File: config.mk
export PLATFORM = sky130hd
export DESIGN_NAME = core_glue
export DESIGN_NICKNAME = d
export VERILOG_FILES = /design/src/rtl/core_pkg.sv /design/src/rtl/cfg_if.sv /design/src/rtl/sys_config.sv /design/src/rtl/port_mapper.sv /design/src/rtl/audio_volume.sv /design/src/rtl/boot_ctrl.sv /design/src/rtl/core_glue.sv
export SDC_FILE = /design/constraint.sdc
export NUM_CORES = 1
export LEC_CHECK = 0
export ABC_AREA = 1
export CORE_MARGIN = 4
export CORE_UTILIZATION = 55
export DETAILED_ROUTE_END_ITERATION = 8
export DONT_BUFFER_PORTS = 1
export GPL_TIMING_DRIVEN = 0
export HOLD_SLACK_MARGIN = 0.15
export PLACE_DENSITY = 0.7
export REMOVE_ABC_BUFFERS = 1
export SLEW_MARGIN = 20
export SYNTH_ARGS = -nofsm -noshare
export SYNTH_HDL_FRONTEND = slang
export SYNTH_SLANG_ARGS = --single-unit
File: constraint.sdc
create_clock -name clk_32 -period 1.8 [get_ports clk_32]
set_input_delay 0.09 -clock clk_32 [delete_from_list [all_inputs] [get_ports clk_32]]
set_output_delay 0.09 -clock clk_32 [all_outputs]
set_load 0.05 [all_outputs]
File: src/rtl/core_pkg.sv
package core_pkg;

  // datapath widths
  localparam int audio_in_w = 15;  // raw mixer output
  localparam int audio_w    = 16;  // after sign extension
  localparam int joy_w      = 6;   // fire2 fire right left down up
  localparam int ram_aw     = 22;  // word address 22 down to 1

  // first byte of a settings message
  localparam logic [7:0] cmd_set_cfg = 8'h01;

  // register ids in the second byte
  localparam logic [7:0] reg_chipset    = 8'd0;
  localparam logic [7:0] reg_memory     = 8'd1;
  localparam logic [7:0] reg_video      = 8'd2;
  localparam logic [7:0] reg_reset      = 8'd3;  // bit 0 reset, bit 1 coldboot
  localparam logic [7:0] reg_volume     = 8'd4;
  localparam logic [7:0] reg_port_mouse = 8'd5;
  localparam logic [7:0] reg_tos_slot   = 8'd6;

  localparam logic [1:0] vol_full = 2'd3;  // volume after reset

  // port_mouse codes
  localparam logic [1:0] mouse_hid   = 2'd0;
  localparam logic [1:0] mouse_atari = 2'd1;
  localparam logic [1:0] mouse_amiga = 2'd2;
  localparam logic [1:0] mouse_off   = 2'd3;

  // chipset codes
  localparam logic [1:0] chip_st   = 2'd0;
  localparam logic [1:0] chip_mega = 2'd1;  // adds blitter
  localparam logic [1:0] chip_ste  = 2'd2;  // blitter and ste

endpackage

File: src/rtl/cfg_if.sv
`timescale 1ns/1ps

// decoded system settings from the register block
interface cfg_if;

  logic [1:0] chipset;     // st / mega / ste
  logic       extra_ram;   // memory setting
  logic       mono;        // high for mono monitor
  logic       reset_req;   // holds the machine in reset
  logic       coldboot;    // rising edge scrambles ram
  logic [1:0] volume;      // 0 mute .. 3 full
  logic [1:0] port_mouse;  // source of the mouse port
  logic       tos_slot;    // secondary tos image

  modport src (
    output chipset, extra_ram, mono, reset_req, coldboot, volume, port_mouse, tos_slot
  );

  modport sink (
    input chipset, extra_ram, mono, reset_req, coldboot, volume, port_mouse, tos_slot
  );

endinterface

File: src/rtl/sys_config.sv
`timescale 1ns/1ps

module sys_config (
  input  logic       clk_32,
  input  logic       rst_n,
  input  logic       mcu_strobe,  // one byte per strobe
  input  logic       mcu_start,   // first byte of a message
  input  logic [7:0] mcu_data,
  cfg_if.src         cfg,
  output logic       ste,
  output logic       blitter_en
);

  logic [1:0] byte_cnt;  // 0 ignore, 1 id next, 2 value next
  logic [7:0] reg_id;    // id of the pending write
  logic       wr_en;

  // settings registers
  logic [1:0] chipset_q;
  logic       memory_q;
  logic       video_q;
  logic [1:0] reset_q;
  logic [1:0] volume_q;
  logic [1:0] port_mouse_q;
  logic       tos_slot_q;

  // a start byte always restarts the message position
  always_ff @(posedge clk_32 or negedge rst_n) begin
    if (!rst_n) begin
      byte_cnt <= 2'd0;
    end else if (mcu_strobe) begin
      if (mcu_start) begin
        byte_cnt <= (mcu_data == core_pkg::cmd_set_cfg) ? 2'd1 : 2'd0;  // other cmds dropped
      end else begin
        byte_cnt <= (byte_cnt == 2'd1) ? 2'd2 : 2'd0;  // done after value byte
      end
    end
  end

  always_ff @(posedge clk_32) begin
    if (mcu_strobe && !mcu_start && byte_cnt == 2'd1) begin
      reg_id <= mcu_data;  // second byte
    end
  end

  assign wr_en = mcu_strobe && !mcu_start && (byte_cnt == 2'd2);

  always_ff @(posedge clk_32 or negedge rst_n) begin
    if (!rst_n) begin
      chipset_q    <= core_pkg::chip_st;
      memory_q     <= 1'b0;
      video_q      <= 1'b0;
      reset_q      <= 2'b00;
      volume_q     <= core_pkg::vol_full;  // start at full volume
      port_mouse_q <= core_pkg::mouse_hid;
      tos_slot_q   <= 1'b0;
    end else if (wr_en) begin
      case (reg_id)
        core_pkg::reg_chipset:    chipset_q    <= mcu_data[1:0];
        core_pkg::reg_memory:     memory_q     <= mcu_data[0];
        core_pkg::reg_video:      video_q      <= mcu_data[0];
        core_pkg::reg_reset:      reset_q      <= mcu_data[1:0];
        core_pkg::reg_volume:     volume_q     <= mcu_data[1:0];
        core_pkg::reg_port_mouse: port_mouse_q <= mcu_data[1:0];
        core_pkg::reg_tos_slot:   tos_slot_q   <= mcu_data[0];
        default: ;  // unknown id writes nothing
      endcase
    end
  end

  assign cfg.chipset    = chipset_q;
  assign cfg.extra_ram  = memory_q;
  assign cfg.mono       = ~video_q;  // video 0 selects mono
  assign cfg.reset_req  = reset_q[0];
  assign cfg.coldboot   = reset_q[1];
  assign cfg.volume     = volume_q;
  assign cfg.port_mouse = port_mouse_q;
  assign cfg.tos_slot   = tos_slot_q;

  // machine flags from chipset code
  assign blitter_en = (chipset_q == core_pkg::chip_mega) || (chipset_q == core_pkg::chip_ste);
  assign ste        = (chipset_q == core_pkg::chip_ste);

endmodule

File: src/rtl/port_mapper.sv
`timescale 1ns/1ps

module port_mapper (
  cfg_if.sink                         cfg,
  input  logic [7:0]                  io,         // active low db9 pins
  input  logic [core_pkg::joy_w-1:0]  hid_mouse,  // usb mouse
  input  logic [7:0]                  hid_joy,    // usb joystick
  output logic [core_pkg::joy_w-1:0]  joy0,       // mouse port
  output logic [4:0]                  joy1        // joystick port
);

  logic [core_pkg::joy_w-1:0] db9_atari;
  logic [core_pkg::joy_w-1:0] db9_amiga;
  logic [4:0]                 db9_joy;

  // two wiring orders of the same db9 pins
  assign db9_atari = ~{io[5], io[0], io[2], io[1], io[4], io[3]};
  assign db9_amiga = ~{io[5], io[0], io[3], io[1], io[4], io[2]};  // h/v pulses swapped

  // a db9 mouse replaces the usb one
  // mice hold lines active, so no wired or here
  always_comb begin
    case (cfg.port_mouse)
      core_pkg::mouse_hid:   joy0 = hid_mouse;
      core_pkg::mouse_atari: joy0 = db9_atari;
      core_pkg::mouse_amiga: joy0 = db9_amiga;
      default:               joy0 = '0;  // mouse_off
    endcase
  end

  // db9 doubles as joystick only while mouse is on usb
  assign db9_joy = (cfg.port_mouse == core_pkg::mouse_hid) ? db9_atari[4:0] : 5'd0;

  assign joy1 = hid_joy[4:0] | db9_joy;  // both usable in parallel

endmodule

File: src/rtl/audio_volume.sv
`timescale 1ns/1ps

module audio_volume (
  input  logic                                  clk_32,
  input  logic                                  rst_n,
  cfg_if.sink                                   cfg,
  input  logic signed [core_pkg::audio_in_w-1:0] audio_in_l,
  input  logic signed [core_pkg::audio_in_w-1:0] audio_in_r,
  output logic        [core_pkg::audio_w-1:0]    audio_l,
  output logic        [core_pkg::audio_w-1:0]    audio_r
);

  // widen by one bit, then divide by 1, 2 or 4
  function automatic logic [core_pkg::audio_w-1:0] atten(
    input logic signed [core_pkg::audio_in_w-1:0] s,
    input logic [1:0]                              vol
  );
    logic signed [core_pkg::audio_w-1:0] ext;
    ext = {s[core_pkg::audio_in_w-1], s};  // sign extension
    case (vol)
      2'd0:    return '0;        // mute
      2'd1:    return ext >>> 2; // quarter rounded down
      2'd2:    return ext >>> 1; // half
      default: return ext;       // vol_full
    endcase
  endfunction

  always_ff @(posedge clk_32 or negedge rst_n) begin
    if (!rst_n) begin
      audio_l <= '0;
      audio_r <= '0;
    end else begin
      audio_l <= atten(audio_in_l, cfg.volume);
      audio_r <= atten(audio_in_r, cfg.volume);
    end
  end

endmodule

File: src/rtl/boot_ctrl.sv
`timescale 1ns/1ps

module boot_ctrl #(
  parameter int unsigned BOOT_WAIT_CYCLES = 64_000_000  // 2 s at 32 MHz
) (
  input  logic                         clk_32,
  input  logic                         rst_n,
  cfg_if.sink                          cfg,
  input  logic                         ram_ready,     // sdram init done
  input  logic                         flash_ready,   // rom reader up
  input  logic                         button_reset,  // high active user button
  input  logic [31:0]                  img_size,      // non-zero once image is open
  input  logic [core_pkg::ram_aw:1]    ram_addr_in,
  output logic                         core_resb,
  output logic [core_pkg::ram_aw:1]    ram_addr_out
);

  logic [31:0] wait_cnt;
  logic        sd_ready;
  logic        cb_d;      // coldboot delayed
  logic [1:0]  scramble;

  // give the mcu time to mount a default image
  always_ff @(posedge clk_32 or negedge rst_n) begin
    if (!rst_n) begin
      wait_cnt <= 32'd0;
      sd_ready <= 1'b0;
    end else if (!sd_ready) begin
      if (img_size != 32'd0) begin
        sd_ready <= 1'b1;  // card and image present
      end
      if (wait_cnt < BOOT_WAIT_CYCLES) begin
        wait_cnt <= wait_cnt + 32'd1;
      end else begin
        sd_ready <= 1'b1;  // boot without image after the timeout
      end
    end
  end

  // machine runs only when everything is up
  assign core_resb = sd_ready && ram_ready && flash_ready &&
                     !button_reset && !cfg.reset_req;

  // coldboot rising edge invalidates ram contents
  always_ff @(posedge clk_32 or negedge rst_n) begin
    if (!rst_n) begin
      cb_d     <= 1'b0;
      scramble <= 2'd0;
    end else begin
      cb_d <= cfg.coldboot;
      if (cfg.coldboot && !cb_d) begin
        scramble <= scramble + 2'd1;  // next pattern
      end
    end
  end

  // xor word address bits 4 and 3 and pass the rest straight through
  assign ram_addr_out = {ram_addr_in[core_pkg::ram_aw:5],
                         ram_addr_in[4:3] ^ scramble,
                         ram_addr_in[2:1]};

endmodule

File: src/rtl/core_glue.sv
`timescale 1ns/1ps

module core_glue #(
  parameter int unsigned BOOT_WAIT_CYCLES = 64_000_000
) (
  input  logic                                   clk_32,
  input  logic                                   rst_n,
  // settings byte stream from the mcu
  input  logic                                   mcu_strobe,
  input  logic                                   mcu_start,
  input  logic [7:0]                             mcu_data,
  output logic                                   ste,
  output logic                                   blitter_en,
  // mouse and joystick
  input  logic [7:0]                             io,
  input  logic [core_pkg::joy_w-1:0]             hid_mouse,
  input  logic [7:0]                             hid_joy,
  output logic [core_pkg::joy_w-1:0]             joy0,
  output logic [4:0]                             joy1,
  // audio
  input  logic signed [core_pkg::audio_in_w-1:0] audio_in_l,
  input  logic signed [core_pkg::audio_in_w-1:0] audio_in_r,
  output logic [core_pkg::audio_w-1:0]           audio_l,
  output logic [core_pkg::audio_w-1:0]           audio_r,
  // boot and ram
  input  logic                                   ram_ready,
  input  logic                                   flash_ready,
  input  logic                                   button_reset,
  input  logic [31:0]                            img_size,
  input  logic [core_pkg::ram_aw:1]              ram_addr_in,
  output logic                                   core_resb,
  output logic [core_pkg::ram_aw:1]              ram_addr_out
);

  cfg_if cfg ();  // settings bus

  sys_config u_sys_config (
    .clk_32     (clk_32),
    .rst_n      (rst_n),
    .mcu_strobe (mcu_strobe),
    .mcu_start  (mcu_start),
    .mcu_data   (mcu_data),
    .cfg        (cfg.src),
    .ste        (ste),
    .blitter_en (blitter_en)
  );

  port_mapper u_port_mapper (
    .cfg       (cfg.sink),
    .io        (io),
    .hid_mouse (hid_mouse),
    .hid_joy   (hid_joy),
    .joy0      (joy0),
    .joy1      (joy1)
  );

  audio_volume u_audio_volume (
    .clk_32     (clk_32),
    .rst_n      (rst_n),
    .cfg        (cfg.sink),
    .audio_in_l (audio_in_l),
    .audio_in_r (audio_in_r),
    .audio_l    (audio_l),
    .audio_r    (audio_r)
  );

  boot_ctrl #(
    .BOOT_WAIT_CYCLES (BOOT_WAIT_CYCLES)
  ) u_boot_ctrl (
    .clk_32       (clk_32),
    .rst_n        (rst_n),
    .cfg          (cfg.sink),
    .ram_ready    (ram_ready),
    .flash_ready  (flash_ready),
    .button_reset (button_reset),
    .img_size     (img_size),
    .ram_addr_in  (ram_addr_in),
    .core_resb    (core_resb),
    .ram_addr_out (ram_addr_out)
  );

endmodule

# Word-level counts from Yosys, hierarchy flattened
# Index checks and enable logic that the tools add are counted.
word_totals:
  regBits: 86
  input_bits: 121
  output_inout_bits: 68
  elab_cells: 64
classes:
  n_addsub: 2
  n_lt_le_gt_ge: 1
  eq_ne: 12
  mux: 10
  bitwise: 5
  n_reduce_logical: 22
op_table:
  columns: ["op", "count"]
  rows:
  - ["16-bit one-hot mux with 3 select lines", 2]
  - ["32-bit by 1-bit adder with 32-bit output (second input constant)", 1]
  - ["32-bit by 26-bit less-than comparator with 1-bit output (second input constant)", 1]
  - ["32-bit nonzero test", 1]
  - ["6-bit one-hot mux with 3 select lines", 1]
  - ["8-bit by 3-bit == test with 1-bit output (second input constant)", 2]
  - ["6-bit NOT", 2]
  - ["2-bit AND reduction", 5]
  - ["2-bit by 1-bit == test with 1-bit output (second input constant)", 4]
  - ["2-bit == test (second input constant)", 4]
  - ["8-bit by 1-bit == test with 1-bit output (second input constant)", 1]
  - ["8-bit by 2-bit == test with 1-bit output (second input constant)", 1]
  - ["1-bit logical AND", 8]
  - ["8-bit logical NOT", 1]
  - ["5-bit two-way mux", 1]
  - ["5-bit OR", 1]
  - ["1-bit logical NOT", 4]
  - ["2-bit logical NOT", 2]
  - ["1-bit two-way mux", 4]
  - ["2-bit two-way mux", 2]
  - ["2-bit by 1-bit adder with 2-bit output (second input constant)", 1]
  - ["2-bit XOR", 1]
  - ["1-bit logical OR", 1]
  - ["1-bit NOT", 1]

# Depth between registers and ports, before layout
logic_depth:
  ltp_word: 4
  mapped_depth: 11

# Hierarchy
# From an unflattened synthesis, not the netlist that was laid out.
hier_totals:
  cells_unflattened: 670
  hier_area_um2: 5298.8
by_module_without_submodules:
  columns: ["mod", "instances", "cells_each", "area_each_um2"]
  rows:
  - ["boot_ctrl", 1, 345, 2517.4]
  - ["audio_volume", 1, 163, 1549.0]
  - ["sys_config", 1, 126, 1063.5]
  - ["port_mapper", 1, 36, 168.9]

# Least setup slack after synthesis
# OpenSTA, ideal clock, no wires.
synth_path:
  path_type: "flip-flop to output port"
  from: "register u_sys_config.port_mouse_q[0] (netlist: u_sys_config.cfg.port_mouse[0])"
  to: "output joy0[0] (netlist bit)"
  arrival_time_ns: 2.292
  required_ns: 1.710
  setup_slack_ns: -0.582
  stages_incl_launch_ff: 2
  path_buffers: 0
  path_cell_list: "dfrtp_1 > o311ai_0"
synth_between:
  elab_chain_cells: 2
synth_rtl:
  columns: ["element", "line_no", "rtl"]
  rows:
  - ["start: declaration", "sys_config.sv:24", "logic [1:0] port_mouse_q;"]
  - ["start signal: assignment", "sys_config.sv:55", "port_mouse_q <= core_pkg::mouse_hid;"]
  - ["start signal: assignment", "sys_config.sv:64", "core_pkg::reg_port_mouse: port_mouse_q <= mcu_data[1:0];"]
  - ["2-bit == test, or another cell as far along", "port_mapper.sv:23", "case (cfg.port_mouse)"]
  - ["6-bit one-hot mux with 3 select lines *", "port_mapper.sv:23", null]
  - ["end: declaration", "core_glue.sv:18", "output logic [core_pkg::joy_w-1:0] joy0,"]
# Every way passes the cells marked *; elsewhere a longest branch is shown, timed or not.

# Worst setup path after layout
layout_path:
  from: "register u_sys_config.port_mouse_q[1] (netlist: u_sys_config.cfg.port_mouse[1])"
  to: "output joy0[3] (netlist bit)"
# The elaborated chain is that of the path after synthesis.

==> metrics.md <==
| Metric | Value |
|---|---|
| Worst hold slack | `-568 ps` |
| Initial drt markers | `273` |
| R2R Path Start | `u_boot_ctrl.wait_cnt[26]$_DFFE_PN0P_` |
| Critical Path AT | `1770 ps` |
| Mapped Cells | `599` |
| Setup TNS | `-56.6 ps` |
| Congestion Overflow GR | `0` |
| Area of the core | `7810 µm²` |
| Die X | `98.2 µm` |
| Worst clock skew | `14.0 ps` |
| Syn Area/Cell | `7.47 µm²` |
| Final WL | `12200 µm` |
| DR vias | `3969` |
| Pre-CTS setup slack | `-68.8 ps` |
| Starting Density | `57.3%` |
| RSZ-0062 raised after global routing | `true` |
| Synth warn | `0` |
| Clock latency on the worst-skew pair | `350 ps` |
| Synth unique cells | `29` |
| IO Count | `189` |
| GPL Wtd Cong | `0.895` |
| Post-route DRC | `0` |
| Drt via density | `5.31` |
| Die Span Y | `98.2 µm` |
| Startpoint types | `flip-flop` |
| Antenna Cells | `0` |
| Share of layout cells above drive strength 1 | `7.75%` |
| Initial antenna violation count | `0` |
| FF-to-FF End | `u_boot_ctrl.wait_cnt[4]$_DFFE_PN0P_` |
| First-pass GRT wire length | `19900 µm` |
| Relative max-transition margin | `29.6%` |
| Failing checks | `negative hold slack, negative setup slack` |
| Netlist Area Pre-Place | `4470 µm²` |
| I/O Buffers | `0` |
| Static leakage | `2.46 nW` |
| CP Max Fanout | `4` |
| Max Cap Viol | `0` |
| Max IR drop VDD | `0.408 mV` |
| Minimum clock period | `1860 ps` |
| Hold Fails Final Rpt | `76` |
| Final ANT Viol Nets | `0` |
| CP endpoint kind | `output port` |
| Worst slew pin tran | `1050 ps` |
| Largest net degree at the start of global routing | `77` |
| Sink Count | `84` |
| Crit path launch | `u_sys_config.cfg.port_mouse[1]$_DFFE_PN0P_` |
| Layout Area Growth over Synthesis | `20.2%` |
| Per-cell routed wire length | `16.3 µm` |
| Htree depth | `3` |
| Final worst-path cycle share | `103%` |
| Global Route Usage Sum | `25.8%` |
| Final setup viols | `1` |
| Max clock buf depth | `2` |
| Reg2Reg Depth | `6` |
| Post-cts hold buffer count | `65` |
| Register-to-register setup slack | `140 ps` |
| Pwr dens | `627 nW/µm²` |
| Final Max Tran Viols | `0` |
| Worst hold path class | `in -> async` |
| CTS Buf Count | `9` |
| Vias in the first global route | `4066` |
| Setup ws final | `-56.6 ps` |
| CTS tree | `built` |
| Final layout net count | `763` |
| Sequential cell area fraction in the yosys report | `47.9%` |
| Required @ worst endpoint | `1710 ps` |
| Die footprint | `9640 µm²` |
| #FFs+latches synth | `84` |
| Fmax | `0.539 GHz` |
| Clock Tree Root | `clkbuf_8` |
| Status | `finished, violations left` |
| Post-DP HPWL | `7650 µm` |
| Clk slew on worst S/H paths | `80 ps` |
| Drt first pass iters | `4` |
| WS Path Type | `reg -> out` |
| Rows | `32` |
## metrics by stage
stage | cell area, µm² | cells | utilization [%] | hold slack, ps | power, mW
after floorplan | 4220 | 560 | - | -206 | 2.04
after global placement | 4350 | 662 | 55.7 | -202 | 2.04
after detailed placement | 4360 | 662 | 55.9 | -202 | 2.05
after CTS | 5320 | 745 | 68.1 | -595 | 3.40
after global routing | 5380 | 747 | 68.9 | -604 | 3.49
final | 5380 | 747 | 68.9 | -568 | 3.37
## sequential cells by signal (all words and copies together) (netlist names)
name / flops
u_audio_volume.audio_l: 15
u_boot_ctrl.scramble: 2
u_sys_config.cfg.port_mouse: 2
u_sys_config.reg_id: 8
u_sys_config.byte_cnt: 2
u_sys_config.cfg.chipset: 2
u_boot_ctrl.cb_d: 1
u_sys_config.cfg.volume: 2
u_sys_config.reset_q: 2
u_boot_ctrl.wait_cnt: 32
u_audio_volume.audio_r: 15
u_boot_ctrl.sd_ready: 1
## timing repair
item | in CTS | in global routing
resized for setup | 25 | 7
pin swaps | 3 | 3
endpoints found under the hold margin | 125 | 76
buffers inserted | 1 | 2
setup endpoints to repair | 12 | 36
gates cloned | 1 | 0
## layout make-up
type | count | area, µm²
tap | 102 | 128
inverter | 34 | 130
multi-input combinational | 443 | 2110
clock buffer | 9 | 124
timing repair buffer | 68 | 686
sequential | 84 | 2150
clock inverter | 7 | 50.0
fill | 597 | 2430
## cells by family (layout without fill, tap and decap cells)
logic type                 Yosys count  in the layout  share of synthesized area [%]
DFF                                 84             84                           47.9
AOI/OAI and AO/OA                   28             28                           3.58
and+or+nand+nor                    395            396                           36.1
buffers and inverters               73            118                           8.48
adders and majority gates            2              2                          0.559
xor gates and xnor gates            17             17                           3.33
## worst max path at each step
stage	end	slack [ps]	cells past startpoint
2_1_floorplan	joy0[0]	-580	1
3_3_place_gp	joy0[0]	-660	1
3_5_place_dp	joy1[4]	-70	3
4_1_cts	joy0[3]	-70	3
5_1_grt	joy0[3]	-100	3
6_report	joy0[3]	-60	3
## critical path: stages (launching register included)
cell,delay (ps)
dfrtp_2,460
inv_2,90
nand2_1,50
o211ai_1,830
## cells in the final DEF (no fill, tap or decap), types with 3 or more instances in the layout
cell type and instances:
nor2_1 57, nor4_1 6, inv_1 30, o21bai_4 5, clkbuf_8 9, xnor2_1 11
nand4_1 6, o21ai_4 4, o21ai_0 16, dfrtp_1 72, inv_2 3, nand2_1 264
dlygate4sd3_1 65, edfxtp_1 8, nand3_1 44, nor2_4 6, nor3_1 3, xor2_1 6
## where the power goes
group          leakage [nW]  total (mW)  internal, mW  switching [mW]
registers              1.12        1.91          1.91         0.00274
clock network        0.0837        1.21         0.506           0.704
logic                  1.26       0.248         0.119           0.129
total                  2.46        3.37          2.54           0.836
## synthesized netlist by cell type
library cell,number,area [µm²]
nand2_1,265,995
dfrtp_1,74,1850
nor2_1,58,218
nand3_1,45,225
inv_1,32,120
buf_4,24,180
o21ai_0,20,100
clkbuf_1,13,48.8
xnor2_1,11,96.3
edfxtp_1,8,240
nand4_1,6,37.5
nor4_1,6,37.5
xor2_1,6,52.6
o21bai_1,5,37.5
nor2_2,4,25.0
nor3_1,4,20.0
buf_6,2,22.5
dfstp_2,2,52.6
ha_1,2,25.0
inv_2,2,7.51
or2_2,2,12.5
nand3_2,1,10.0
nor2_4,1,11.3
nor3_2,1,10.0
nor3b_1,1,7.51
o211ai_1,1,7.51
o22ai_1,1,6.26
o311ai_0,1,8.76
or2_0,1,6.26
## per-layer routing
layer | GRT usage (%) | vias to the layer above | part of all wire, %
met5 | 4.10 | - | 0.42
met4 | 7.46 | 2 | 1.7
met3 | 11.9 | 21 | 9.9
met2 | 40.7 | 165 | 48
met1 | 31.8 | 1830 | 40
li1 | - | 1951 | -
(Power assumes the default switching activity.)
